### src/rtl/dcache_pkg.sv
package dcache_pkg;

	// default geometry, passed down from the top level
	parameter int DEF_SETS = 8;
	parameter int DEF_WORDS_PER_BLK = 2;

	localparam int DEF_IDX_W = $clog2(DEF_SETS);
	localparam int DEF_OFF_W = $clog2(DEF_WORDS_PER_BLK);
	localparam int DEF_TAG_W = 32 - DEF_IDX_W - DEF_OFF_W - 2;

	typedef logic [31:0] word_t;
	typedef logic [DEF_IDX_W-1:0] idx_t;
	typedef logic [DEF_OFF_W-1:0] off_t;
	typedef logic [DEF_TAG_W-1:0] tag_t;

	// datapath side
	typedef struct packed {
		logic ren;
		logic wen;
		logic atomic;
		logic halt;
		word_t addr;
		word_t store;
	} dp_req_t;

	typedef struct packed {
		logic hit;
		word_t load;
		logic flushed;
	} dp_rsp_t;

	// memory side, one word per transfer
	typedef struct packed {
		logic ren;
		logic wen;
		word_t addr;
		word_t store;
	} mem_req_t;

	typedef struct packed {
		logic busy;
		word_t load;
	} mem_rsp_t;

	// single array write, every field under its own enable
	typedef struct packed {
		idx_t set;
		logic way;
		off_t word;
		logic data_en;
		word_t data;
		logic tag_en;
		tag_t tag;
		logic valid_en;
		logic valid;
		logic dirty_en;
		logic dirty;
		logic lru_en;
		logic lru;
	} arr_wr_t;

	typedef enum logic [1:0] {
		IDLE,
		WRITEBACK,
		FILL,
		FLUSH
	} ctrl_state_t;

	typedef enum logic {
		WALK,
		DONE
	} flush_state_t;

endpackage

### src/rtl/dcache_array.sv
`timescale 1ns/10ps

module dcache_array import dcache_pkg::*; #(
	parameter int SETS = DEF_SETS,
	parameter int WORDS_PER_BLK = DEF_WORDS_PER_BLK,
	localparam int IDX_W = $clog2(SETS),
	localparam int OFF_W = $clog2(WORDS_PER_BLK),
	localparam int TAG_W = 32 - IDX_W - OFF_W - 2
) (
	input logic CLK,
	input logic nRST,
	input word_t lookup_addr,
	input logic [IDX_W-1:0] rd_set,
	input logic rd_way,
	input logic [OFF_W-1:0] rd_word,
	input arr_wr_t wr,
	output logic hit,
	output logic hit_way,
	output word_t hit_data,
	output logic lru_way,
	output logic [TAG_W-1:0] victim_tag,
	output logic victim_dirty,
	output logic victim_valid,
	output word_t rd_data,
	output logic [TAG_W-1:0] rd_tag,
	output logic rd_dirty,
	output logic rd_valid
);

	// two ways per set
	word_t data_mem [SETS][2][WORDS_PER_BLK];
	logic [TAG_W-1:0] tag_mem [SETS][2];

	// line state, [set][way]
	logic [SETS-1:0][1:0] valid_q;
	logic [SETS-1:0][1:0] dirty_q;

	// lru bit names the way to replace next
	logic [SETS-1:0] lru_q;

	logic [TAG_W-1:0] l_tag;
	logic [IDX_W-1:0] l_idx;
	logic [OFF_W-1:0] l_off;
	logic [1:0] way_hit;

	// address split: tag | index | word | byte
	assign l_tag = lookup_addr[31 -: TAG_W];
	assign l_idx = lookup_addr[OFF_W+2 +: IDX_W];
	assign l_off = lookup_addr[2 +: OFF_W];

	assign way_hit[0] = valid_q[l_idx][0] && (tag_mem[l_idx][0] == l_tag);
	assign way_hit[1] = valid_q[l_idx][1] && (tag_mem[l_idx][1] == l_tag);

	assign hit = |way_hit;
	assign hit_way = way_hit[1];
	assign hit_data = data_mem[l_idx][hit_way][l_off];

	// victim is whatever the lru bit points at
	assign lru_way = lru_q[l_idx];
	assign victim_tag = tag_mem[l_idx][lru_way];
	assign victim_dirty = dirty_q[l_idx][lru_way];
	assign victim_valid = valid_q[l_idx][lru_way];

	// second read port for fill, write-back and flush
	assign rd_data = data_mem[rd_set][rd_way][rd_word];
	assign rd_tag = tag_mem[rd_set][rd_way];
	assign rd_dirty = dirty_q[rd_set][rd_way];
	assign rd_valid = valid_q[rd_set][rd_way];

	always_ff @(posedge CLK) begin
		if (wr.data_en) begin
			data_mem[wr.set][wr.way][wr.word] <= wr.data;
		end
		if (wr.tag_en) begin
			tag_mem[wr.set][wr.way] <= wr.tag;
		end
	end

	always_ff @(posedge CLK, negedge nRST) begin
		if (!nRST) begin
			valid_q <= '0;
			dirty_q <= '0;
			lru_q <= '0;
		end else begin
			if (wr.valid_en) begin
				valid_q[wr.set][wr.way] <= wr.valid;
			end
			if (wr.dirty_en) begin
				dirty_q[wr.set][wr.way] <= wr.dirty;
			end
			// lru is per set, way field is ignored here
			if (wr.lru_en) begin
				lru_q[wr.set] <= wr.lru;
			end
		end
	end

endmodule

### src/rtl/dcache_ctrl.sv
`timescale 1ns/10ps

module dcache_ctrl import dcache_pkg::*; #(
	parameter int SETS = DEF_SETS,
	parameter int WORDS_PER_BLK = DEF_WORDS_PER_BLK,
	localparam int IDX_W = $clog2(SETS),
	localparam int OFF_W = $clog2(WORDS_PER_BLK),
	localparam int TAG_W = 32 - IDX_W - OFF_W - 2
) (
	input logic CLK,
	input logic nRST,
	input dp_req_t dp_req,
	output dp_rsp_t dp_rsp,
	output mem_req_t mem_req,
	input mem_rsp_t mem_rsp,
	input logic hit,
	input logic hit_way,
	input word_t hit_data,
	input logic lru_way,
	input logic [TAG_W-1:0] victim_tag,
	input logic victim_dirty,
	input logic victim_valid,
	input word_t rd_data,
	output logic [IDX_W-1:0] rd_set,
	output logic rd_way,
	output logic [OFF_W-1:0] rd_word,
	output arr_wr_t wr,
	input mem_req_t flush_mem_req,
	input arr_wr_t flush_wr,
	input logic [IDX_W-1:0] flush_rd_set,
	input logic flush_rd_way,
	input logic [OFF_W-1:0] flush_rd_word,
	input logic flush_done,
	output logic flushing
);

	ctrl_state_t state_q, state_d;
	logic [OFF_W-1:0] cnt_q, cnt_d;

	// ll/sc reservation
	word_t res_addr_q;
	logic res_valid_q, res_valid_d;
	logic ll_set;
	logic res_match;

	logic [TAG_W-1:0] req_tag;
	logic [IDX_W-1:0] req_idx;
	logic [OFF_W-1:0] req_off;
	logic access;
	logic last_word;

	assign req_tag = dp_req.addr[31 -: TAG_W];
	assign req_idx = dp_req.addr[OFF_W+2 +: IDX_W];
	assign req_off = dp_req.addr[2 +: OFF_W];
	assign access = dp_req.ren | dp_req.wen;
	assign last_word = (cnt_q == OFF_W'(WORDS_PER_BLK - 1));
	assign res_match = res_valid_q && (res_addr_q == dp_req.addr);

	// walker runs as long as we sit in FLUSH
	assign flushing = (state_q == FLUSH);

	always_ff @(posedge CLK, negedge nRST) begin
		if (!nRST) begin
			state_q <= IDLE;
			cnt_q <= '0;
			res_valid_q <= 1'b0;
		end else begin
			state_q <= state_d;
			cnt_q <= cnt_d;
			res_valid_q <= res_valid_d;
		end
	end

	always_ff @(posedge CLK) begin
		if (ll_set) begin
			res_addr_q <= dp_req.addr;
		end
	end

	always_comb begin
		state_d = state_q;
		cnt_d = cnt_q;
		res_valid_d = res_valid_q;
		ll_set = 1'b0;

		dp_rsp = '0;
		dp_rsp.load = hit_data;
		dp_rsp.flushed = flush_done;
		mem_req = '0;
		wr = '0;

		// victim line of the held request
		rd_set = req_idx;
		rd_way = lru_way;
		rd_word = cnt_q;

		case (state_q)
			IDLE: begin
				if (dp_req.halt) begin
					state_d = FLUSH;
				end else if (access && hit) begin
					dp_rsp.hit = 1'b1;
					wr.set = req_idx;
					wr.way = hit_way;
					wr.word = req_off;
					// point lru at the other way
					wr.lru_en = 1'b1;
					wr.lru = ~hit_way;
					if (dp_req.wen) begin
						wr.data = dp_req.store;
						wr.dirty = 1'b1;
						if (dp_req.atomic) begin
							// sc stores only with a matching reservation
							wr.data_en = res_match;
							wr.dirty_en = res_match;
							dp_rsp.load = word_t'(res_match);
							res_valid_d = 1'b0;
						end else begin
							wr.data_en = 1'b1;
							wr.dirty_en = 1'b1;
							if (res_match) begin
								res_valid_d = 1'b0;
							end
						end
					end else if (dp_req.atomic) begin
						ll_set = 1'b1;
						res_valid_d = 1'b1;
					end
				end else if (access) begin
					cnt_d = '0;
					if (victim_valid && victim_dirty) begin
						state_d = WRITEBACK;
					end else begin
						state_d = FILL;
					end
				end
			end

			WRITEBACK: begin
				mem_req.wen = 1'b1;
				mem_req.addr = {victim_tag, req_idx, cnt_q, 2'b00};
				mem_req.store = rd_data;
				if (!mem_rsp.busy) begin
					cnt_d = cnt_q + 1'b1;
					if (last_word) begin
						cnt_d = '0;
						state_d = FILL;
					end
				end
			end

			FILL: begin
				mem_req.ren = 1'b1;
				mem_req.addr = {req_tag, req_idx, cnt_q, 2'b00};
				if (!mem_rsp.busy) begin
					wr.set = req_idx;
					wr.way = lru_way;
					wr.word = cnt_q;
					wr.data_en = 1'b1;
					wr.data = mem_rsp.load;
					cnt_d = cnt_q + 1'b1;
					// line becomes valid and clean with the new tag
					if (last_word) begin
						wr.tag_en = 1'b1;
						wr.tag = req_tag;
						wr.valid_en = 1'b1;
						wr.valid = 1'b1;
						wr.dirty_en = 1'b1;
						wr.dirty = 1'b0;
						cnt_d = '0;
						state_d = IDLE;
					end
				end
			end

			FLUSH: begin
				// walker owns memory and array until reset
				mem_req = flush_mem_req;
				wr = flush_wr;
				rd_set = flush_rd_set;
				rd_way = flush_rd_way;
				rd_word = flush_rd_word;
			end

			default: begin
				state_d = IDLE;
			end
		endcase
	end

endmodule

### src/rtl/dcache_flush.sv
`timescale 1ns/10ps

module dcache_flush import dcache_pkg::*; #(
	parameter int SETS = DEF_SETS,
	parameter int WORDS_PER_BLK = DEF_WORDS_PER_BLK,
	localparam int IDX_W = $clog2(SETS),
	localparam int OFF_W = $clog2(WORDS_PER_BLK),
	localparam int TAG_W = 32 - IDX_W - OFF_W - 2
) (
	input logic CLK,
	input logic nRST,
	input logic start,
	input mem_rsp_t mem_rsp,
	input logic [TAG_W-1:0] rd_tag,
	input word_t rd_data,
	input logic rd_dirty,
	input logic rd_valid,
	output mem_req_t mem_req,
	output arr_wr_t wr,
	output logic [IDX_W-1:0] rd_set,
	output logic rd_way,
	output logic [OFF_W-1:0] rd_word,
	output logic done
);

	flush_state_t state_q;
	logic [IDX_W-1:0] set_q;
	logic way_q;
	logic [OFF_W-1:0] word_q;

	logic walking;
	logic need_wb;
	logic advance;
	logic line_end;

	assign walking = start && (state_q == WALK);
	assign need_wb = rd_valid && rd_dirty;
	// clean or invalid entries pass in one cycle
	assign advance = walking && (!need_wb || !mem_rsp.busy);
	assign line_end = (word_q == OFF_W'(WORDS_PER_BLK - 1));

	assign rd_set = set_q;
	assign rd_way = way_q;
	assign rd_word = word_q;
	assign done = (state_q == DONE);

	always_comb begin
		mem_req = '0;
		if (walking && need_wb) begin
			mem_req.wen = 1'b1;
			mem_req.addr = {rd_tag, set_q, word_q, 2'b00};
			mem_req.store = rd_data;
		end

		// invalidate the line once its last word is out
		wr = '0;
		wr.set = set_q;
		wr.way = way_q;
		wr.word = word_q;
		wr.valid_en = advance && line_end;
		wr.dirty_en = advance && line_end;
	end

	always_ff @(posedge CLK, negedge nRST) begin
		if (!nRST) begin
			state_q <= WALK;
			set_q <= '0;
			way_q <= 1'b0;
			word_q <= '0;
		end else if (advance) begin
			if (line_end) begin
				word_q <= '0;
				way_q <= ~way_q;
				if (way_q) begin
					if (set_q == IDX_W'(SETS - 1)) begin
						state_q <= DONE;
					end else begin
						set_q <= set_q + 1'b1;
					end
				end
			end else begin
				word_q <= word_q + 1'b1;
			end
		end
	end

endmodule

### src/rtl/dcache_top.sv
`timescale 1ns/10ps

module dcache_top import dcache_pkg::*; #(
	parameter int SETS = DEF_SETS,
	parameter int WORDS_PER_BLK = DEF_WORDS_PER_BLK,
	localparam int IDX_W = $clog2(SETS),
	localparam int OFF_W = $clog2(WORDS_PER_BLK),
	localparam int TAG_W = 32 - IDX_W - OFF_W - 2
) (
	input logic CLK,
	input logic nRST,
	input dp_req_t dp_req,
	output dp_rsp_t dp_rsp,
	output mem_req_t mem_req,
	input mem_rsp_t mem_rsp
);

	// lookup results
	logic arr_hit;
	logic arr_hit_way;
	word_t arr_hit_data;
	logic arr_lru_way;
	logic [TAG_W-1:0] victim_tag;
	logic victim_dirty;
	logic victim_valid;

	// shared read port
	logic [IDX_W-1:0] rd_set;
	logic rd_way;
	logic [OFF_W-1:0] rd_word;
	word_t rd_data;
	logic [TAG_W-1:0] rd_tag;
	logic rd_dirty;
	logic rd_valid;
	arr_wr_t arr_wr;

	// walker side
	logic flushing;
	logic flush_done;
	mem_req_t flush_mem_req;
	arr_wr_t flush_wr;
	logic [IDX_W-1:0] flush_rd_set;
	logic flush_rd_way;
	logic [OFF_W-1:0] flush_rd_word;

	dcache_array #(
		.SETS(SETS),
		.WORDS_PER_BLK(WORDS_PER_BLK)
	) u_array (
		.CLK(CLK),
		.nRST(nRST),
		.lookup_addr(dp_req.addr),
		.rd_set(rd_set),
		.rd_way(rd_way),
		.rd_word(rd_word),
		.wr(arr_wr),
		.hit(arr_hit),
		.hit_way(arr_hit_way),
		.hit_data(arr_hit_data),
		.lru_way(arr_lru_way),
		.victim_tag(victim_tag),
		.victim_dirty(victim_dirty),
		.victim_valid(victim_valid),
		.rd_data(rd_data),
		.rd_tag(rd_tag),
		.rd_dirty(rd_dirty),
		.rd_valid(rd_valid)
	);

	dcache_ctrl #(
		.SETS(SETS),
		.WORDS_PER_BLK(WORDS_PER_BLK)
	) u_ctrl (
		.CLK(CLK),
		.nRST(nRST),
		.dp_req(dp_req),
		.dp_rsp(dp_rsp),
		.mem_req(mem_req),
		.mem_rsp(mem_rsp),
		.hit(arr_hit),
		.hit_way(arr_hit_way),
		.hit_data(arr_hit_data),
		.lru_way(arr_lru_way),
		.victim_tag(victim_tag),
		.victim_dirty(victim_dirty),
		.victim_valid(victim_valid),
		.rd_data(rd_data),
		.rd_set(rd_set),
		.rd_way(rd_way),
		.rd_word(rd_word),
		.wr(arr_wr),
		.flush_mem_req(flush_mem_req),
		.flush_wr(flush_wr),
		.flush_rd_set(flush_rd_set),
		.flush_rd_way(flush_rd_way),
		.flush_rd_word(flush_rd_word),
		.flush_done(flush_done),
		.flushing(flushing)
	);

	dcache_flush #(
		.SETS(SETS),
		.WORDS_PER_BLK(WORDS_PER_BLK)
	) u_flush (
		.CLK(CLK),
		.nRST(nRST),
		.start(flushing),
		.mem_rsp(mem_rsp),
		.rd_tag(rd_tag),
		.rd_data(rd_data),
		.rd_dirty(rd_dirty),
		.rd_valid(rd_valid),
		.mem_req(flush_mem_req),
		.wr(flush_wr),
		.rd_set(flush_rd_set),
		.rd_way(flush_rd_way),
		.rd_word(flush_rd_word),
		.done(flush_done)
	);

endmodule

### config.mk
export PLATFORM = sky130hd
export DESIGN_NAME = dcache_top
export DESIGN_NICKNAME = d
export VERILOG_FILES = /design/src/rtl/dcache_pkg.sv /design/src/rtl/dcache_array.sv /design/src/rtl/dcache_ctrl.sv /design/src/rtl/dcache_flush.sv /design/src/rtl/dcache_top.sv
export SDC_FILE = /design/constraint.sdc
export NUM_CORES = 2
export LEC_CHECK = 0
export ABC_CLOCK_PERIOD_IN_PS = 7900
export BUFFER_PORTS_ARGS = -buffer_cell sky130_fd_sc_hd__buf_2
export CAP_MARGIN = 20
export CORE_UTILIZATION = 40
export CTS_CLUSTER_SIZE = 10
export DETAILED_ROUTE_END_ITERATION = 7
export HOLD_SLACK_MARGIN = 0.15
export MAX_ROUTING_LAYER = met4
export PLACE_DENSITY = 0.52
export SKIP_CTS_REPAIR_TIMING = 1
export SLEW_MARGIN = 20
export SYNTH_ARGS = -nofsm -noshare
export SYNTH_HDL_FRONTEND = slang
export SYNTH_SLANG_ARGS = --single-unit
### constraint.sdc
create_clock -name CLK -period 7.9 [get_ports CLK]
set_input_delay 0.79 -clock CLK [delete_from_list [all_inputs] [get_ports CLK]]
set_output_delay 0.79 -clock CLK [all_outputs]
set_load 0.005 [all_outputs]
# Word-level counts from Yosys, hierarchy flattened
# Memories as Yosys holds them, arrays and structs flattened.
# Index checks and enable logic that the tools add are counted.
[op_classes] addsub=3 magnitude_cmp=17 eq_ne=17 mux=106 bitwise=13 n_reduce_logical=30
[ops] cell="64-bit 2-to-1 mux" n=7
[ops] cell="32-bit 2-to-1 mux" n=9
[ops] cell="26-bit 2-to-1 mux" n=7
[ops] cell="33-bit 2-to-1 mux" n=4
[ops] cell="128-bit 2-to-1 mux" n=1
[ops] cell="38-bit case mux with 3 select lines" n=1
[ops] cell="32-bit case mux with 3 select lines" n=1
[ops] cell="38-bit 2-to-1 mux" n=2
[ops] cell="69-bit 2-to-1 mux" n=1
[ops] cell="65-bit 2-to-1 mux" n=1
[ops] cell="64-bit demux with 1-bit select" n=1
[ops] cell="32-bit case mux with 2 select lines" n=1
[ops] cell="29-bit case mux with 2 select lines" n=1
[ops] cell="26-bit == test" n=2
[ops] cell="52-bit 2-to-1 mux" n=1
[ops] cell="16-bit bitwise mux" n=2
[ops] cell="32-bit demux with 1-bit select" n=1
[ops] cell="32-bit == test" n=1
[ops] cell="1-bit 2-to-1 mux" n=32
[ops] cell="31-bit 2-to-1 mux" n=1
[ops] cell="2-bit 2-to-1 mux" n=15
[ops] cell="26-bit demux with 1-bit select" n=1
[ops] cell="2-bit binary-select mux with 3-bit select" n=4
[ops] cell="2-bit greater-or-equal comparator, second input constant" n=7
[ops] cell="other kinds (37)" n=82
[totals] register_bits=82 ram_bits=1440 input_bits=103 word_cells=213 memories=2
[memory_table] name="u_array.data_mem" depth=8 word_bits=128 read_ports=2 rd_clocked_by_memory_dff=0 write_ports=1 line_no="dcache_array.sv:31" rtl="word_t data_mem [SETS][2][WORDS_PER_BLK];"
[memory_table] name="u_array.tag_mem" depth=8 word_bits=52 read_ports=2 rd_clocked_by_memory_dff=0 write_ports=1 line_no="dcache_array.sv:32" rtl="logic [TAG_W-1:0] tag_mem [SETS][2];"

# Longest topological paths before layout
[depth] depth_word=16 mapped_depth=19 ltp_nobuf=12

# Modules after synthesis
# Synthesis repeated with hierarchy kept, for this count alone.
[unflattened] hier_cells=3666 area_unflattened_um2=73933.4
[modules_own_cells] mod="dcache_array" n_inst=1 cells_each=3076 area_per_inst_um2=68922.4
[modules_own_cells] mod="dcache_ctrl" n_inst=1 cells_each=427 area_per_inst_um2=3741.1
[modules_own_cells] mod="dcache_flush" n_inst=1 cells_each=163 area_per_inst_um2=1270.0

# Least setup slack after synthesis
# Ideal clock, no wire load.
[synth_timing] path_kind="input to register" start="in dp_req[35] (netlist bit)" end="reg u_ctrl.res_addr_q[0], enable pin" setup_time_ns=0.502 arrival_ns=6.355 required_ns=7.398 setup_slack_ns=1.043 path_stages=10 path_cell_list="buf_6 -> buf_6 -> buf_6 -> mux4_2 -> mux2i_2 -> xor2_1 -> o2111ai_1 -> or4_1 -> o41a_1 -> nor4_1"
[synth_between] elab_chain_len=8
[synth_rtl] element="from (decl)" line_no="dcache_top.sv:12" rtl="input dp_req_t dp_req,"
[synth_rtl] element="memory read 8 x 52 bit / 2-bit binary-select mux with 3-bit select (equally long branches)"
[synth_rtl] element="26-bit == test (tied with other cells)" line_no="dcache_array.sv:51" rtl="assign way_hit[0] = valid_q[l_idx][0] && (tag_mem[l_idx][0] == l_tag);"
[synth_rtl] element="1-bit logical AND, on equally long branches" line_no="dcache_array.sv:51, dcache_array.sv:52"
[synth_rtl] element="2-bit OR reduction *" line_no="dcache_array.sv:54" rtl="assign hit = |way_hit;"
[synth_rtl] element="1-bit logical AND *" line_no="dcache_ctrl.sv:101" rtl="end else if (access && hit) begin"
[synth_rtl] element="1-bit 2-to-1 mux *" line_no="dcache_ctrl.sv:101"
[synth_rtl] element="1-bit 2-to-1 mux *" line_no="dcache_ctrl.sv:99" rtl="if (dp_req.halt) begin"
[synth_rtl] element="1-bit 2-to-1 mux *" line_no="dcache_ctrl.sv:97" rtl="case (state_q)"
[synth_rtl] element="via u_ctrl.ll_set" line_no="dcache_ctrl.sv:43" rtl="logic ll_set;"
[synth_rtl] element="to (signal assigned)" line_no="dcache_ctrl.sv:76" rtl="res_addr_q <= dp_req.addr;"
[synth_rtl] element="to (decl)" line_no="dcache_ctrl.sv:41" rtl="word_t res_addr_q;"
# Mark *: on every way through the listed nets, which the timed path passes. The rest lies on a longest branch. The select of a mux whose other input is x is not followed.
# A chain may end at the register's enable or synchronous reset.

==> run_results.csv <==
group,metric,value,unit
clock_network,cts_buffers,177,
grt,grt_util_met2,42.6,%
worst_setup_path,path_max_fanout,58,
layout,drive_gt1_share,18.6,%
worst_setup_path,rr_startpoint,"u_array.tag_mem[5][50]",
pwr,seq_power_share,52.8,%
grt,grtUsageMet1,36.7,%
hold_path,hold_path_class,"in2reg",
sta,rsz0062_at_grt,"false",
pwr,power,16.5,mW
grt,grt_remaining_overflow,0,
logic_synthesis,async_reset_ff_share,3.29,%
hold_path,worstHoldEndpoint,"u_ctrl.res_addr_q[1]",
pwr,power_density,195,nW/um^2
pwr,vdd_drop_max,0.161,mV
routing,firstDrtPassIters,8,
logic_synthesis,synthAdderAreaFrac,0.117,%
clock_network,clock_latency,840,ps
logic_synthesis,synth_edf_count,1472,
routing,initialDrtViolationCount,6272,
sta,hold_violations,0,
sta,tns,0,ps
logic_synthesis,synth_area_per_cell,12.8,um^2
worst_setup_path,required,7110,ps
worst_setup_path,critPathArrivalTime,6240,ps
pwr,p_sw,3.48,mW
grt,grt_max_degree,152,
clock_network,htreeDepth,4,
die,io_pins,203,
worst_setup_path,start_kind,"primary input",
logic_synthesis,synthXorXnorAreaFrac,0.747,%
clock_network,clock_path_buffers,3,
hold_path,min_path_cells,1,
worst_setup_path,critical-path-max-stage-delay,900,ps
sta,slew_headroom,24.0,%
logic_synthesis,synthDistinctLibCells,86,
logic_synthesis,synth_top_family_by_area,"multiplexers",
clock_network,cts-root-buf,"clkbuf_16",
layout,multi_input_area,28000,um^2
logic_synthesis,syn_inst,5855,
clock_network,cts_num_sinks,1522,
die,start_util,40.4,%
status,violations,"design-rule violations",
logic_synthesis,synth_compound_area_share,7.65,%
die,rows,158,
grt,use_met3,4.22,%
pwr,intPower,13.0,mW
layout,fillers,16628,
sta,slew_viol_final,0,
logic_synthesis,yosys_warnings,0,
worst_setup_path,slowest_stage,"and2_1",
pwr,p_comb_share,2.4,%
logic_synthesis,yosysSeqAreaShare,60.6,%
die,die_y,435,um
routing,drc,6,
pwr,power_frac_clock,44.8,%
grt,track_usage,27.3,%
sta,period_share,88.9,%
worst_setup_path,timing.rr.end,"u_array.data_mem[1][121]",
hold_path,hold_path.startpoint,"dp_req[33]",
routing,vias,53168,
layout,final_nets,6057,
pwr,p_sw_share,21.1,%
layout,area_growth,12.8,%
routing,post_drt_wl_per_cell,30.1,um
sta,min_period,7030,ps
routing,viasPerCell,6.25,
logic_synthesis,netlist_area,75000,um^2
placed_design,gp_congestion,0.917,
sta,fin_skew,42.1,ps
run,max_cap_violations,0,
placed_design,io_buffer_count,200,
clock_network,cts_tree,"yes",
grt,grt_antenna_before_repair,5,
grt,grt_pass1_wl,367,mm
status,status,"finished, violations left",
grt,busiest_layer,"met2",
layout,regArea,45500,um^2
logic_synthesis,synth_mux_area_share,14.3,%
worst_setup_path,reg2reg_depth,12,
sta,worst_pin_slew,1140,ps
clock_network,clk_pin_slew,60,ps
die,die-width,435,um
placed_design,dp_hpwl,149,mm
sta,setup_viol,0,
die,core,186000,um^2
die,dieArea,189000,um^2
layout,design_area,84600,um^2
grt,grt_pass1_vias,50837,
routing,antenna_left,0,
worst_setup_path,path_cells,"clkbuf_8 > and2_1 > a22oi_1 > a21oi_1 > o221ai_1 > or4b_1 > nor4_4 > buf_12 > mux4_2 > mux2i_1 > nor2_1 > buf_2",
pwr,leakagePower,27.8,nW
worst_setup_path,crit_type,"in2out",
routing,routed_wl,256,mm
logic_synthesis,synth-main-ff-cell,"edfxtp_1",
logic_synthesis,synthSimpleGateAreaFrac,13.8,%
sta,timing.hold.ws,171,ps
placed_design,postPlaceCellArea,79600,um^2
logic_synthesis,synth-seq-cells,1522,
worst_setup_path,endpoint_kind,"output port",
worst_setup_path,reg2reg_slack,2040,ps
sta,max_freq,142,MHz
[power by group through the flow]
stage / logic [mW] / registers, mW / clock network [mW]
final: 0.398 / 8.72 / 7.39
after global routing: 0.415 / 8.72 / 7.78
after CTS: 0.398 / 8.72 / 7.51
after detailed placement: 0.397 / 8.89 / 0
after global placement: 0.396 / 8.89 / 0
after floorplan: 0.241 / 8.89 / 0
[cells by family (layout without fill, tap and decap cells)]
kind of cell | count (synthesis) | in the layout
and+or+nand+nor | 2406 | 2406
DFF | 1522 | 1522
AOI/OAI and AO/OA | 774 | 774
muxes | 583 | 583
buffers and inverters | 498 | 662
xor gates and xnor gates | 64 | 64
adders and majority gates | 7 | 7
other | 1 | 4
[sequential cells by signal, indices dropped and copies added, names as in the netlist]
register and cells:
u_array.data_mem 1024, u_array.tag_mem 416, u_ctrl.res_addr_q 32, u_array.dirty_q 16, u_array.valid_q 16, u_array.lru_q 8, u_flush.rd_set 3, u_ctrl.state_q 2
u_ctrl.cnt_q 1, u_ctrl.res_valid_q 1, u_flush.done 1, u_flush.rd_way 1, u_flush.rd_word 1
[cells in the mapped netlist (all sizes together) (23+ instances only)]
| master | number | share of area (%) |
|---|---|---|
| dfrtp | 50 | 1.7 |
| o22ai | 29 | 0.24 |
| mux4 | 379 | 11 |
| a31oi | 104 | 0.87 |
| nand3 | 380 | 2.5 |
| o21ai | 64 | 0.45 |
| mux2 | 66 | 1.0 |
| a222oi | 23 | 0.31 |
| a21oi | 121 | 0.81 |
| edfxtp | 1472 | 59 |
| and3 | 213 | 1.8 |
| a22o | 32 | 0.37 |
| nand2 | 1528 | 7.7 |
| xnor2 | 41 | 0.48 |
| nor2 | 176 | 0.89 |
| a22oi | 34 | 0.34 |
| xor2 | 23 | 0.27 |
| a211oi | 36 | 0.36 |
| a311oi | 271 | 3.2 |
| mux2i | 138 | 1.9 |
| buf | 105 | 0.82 |
| clkbuf | 375 | 1.9 |
[area by class of cell]
cell class	count	share of cell area [%]
sequential	1522	53.7
multi-input combinational	3836	33.1
clock buffer	223	5.57
tap	2480	3.67
timing repair buffer	392	3.61
clock inverter	29	0.281
inverter	18	0.0798
antenna	2	0.00591
[worst max-delay path by stage]
stage | from | end | slack, ps | cells after the start
after floorplan | dp_req[35] | u_ctrl.res_addr_q[0] | 1040 | 10
after global placement | dp_req[36] | dp_rsp[22] | 750 | 13
after detailed placement | dp_req[35] | u_array.data_mem[1][125] | 950 | 14
after CTS | dp_req[36] | dp_rsp[22] | 950 | 13
after global routing | dp_req[37] | dp_rsp[25] | 790 | 13
final | dp_req[37] | dp_rsp[4] | 870 | 12
[stage by stage]
step / util, % / setup slack (ps) / cells
final: 45.5 / 875 / 8502
after global routing: 45.5 / 787 / 8502
after CTS: 45.5 / 952 / 8498
after detailed placement: 42.9 / 948 / 8246
after global placement: 42.9 / 752 / 8246
after floorplan: - / 1040 / 5856
[per-layer routing]
layer  part of all wire [%]  wire, um
met1                     41    105000
met2                     47    121000
met3                    8.3     21200
met4                    3.3      8570
met5                      0         0
[critical path, delay by kind of cell]
kind	cells	cell delay, ps
mux	2	1230
buf+inv	3	1090
compound gates	3	930
simple gates	4	2080
[cells in the final DEF, fill, tap and decap left out, drive strengths merged, types with 50 or more instances in the layout]
cell    Yosys  layout
nand2    1528    1528
edfxtp   1472    1472
buf       105     389
nand3     380     380
mux4      379     379
a311oi    271     271
clkbuf    375     224
and3      213     213
nor2      176     176
mux2i     138     138
a21oi     121     121
a31oi     104     104
mux2       66      66
o21ai      64      64
dfrtp      50      50
Power figures use the tool's default switching activity.
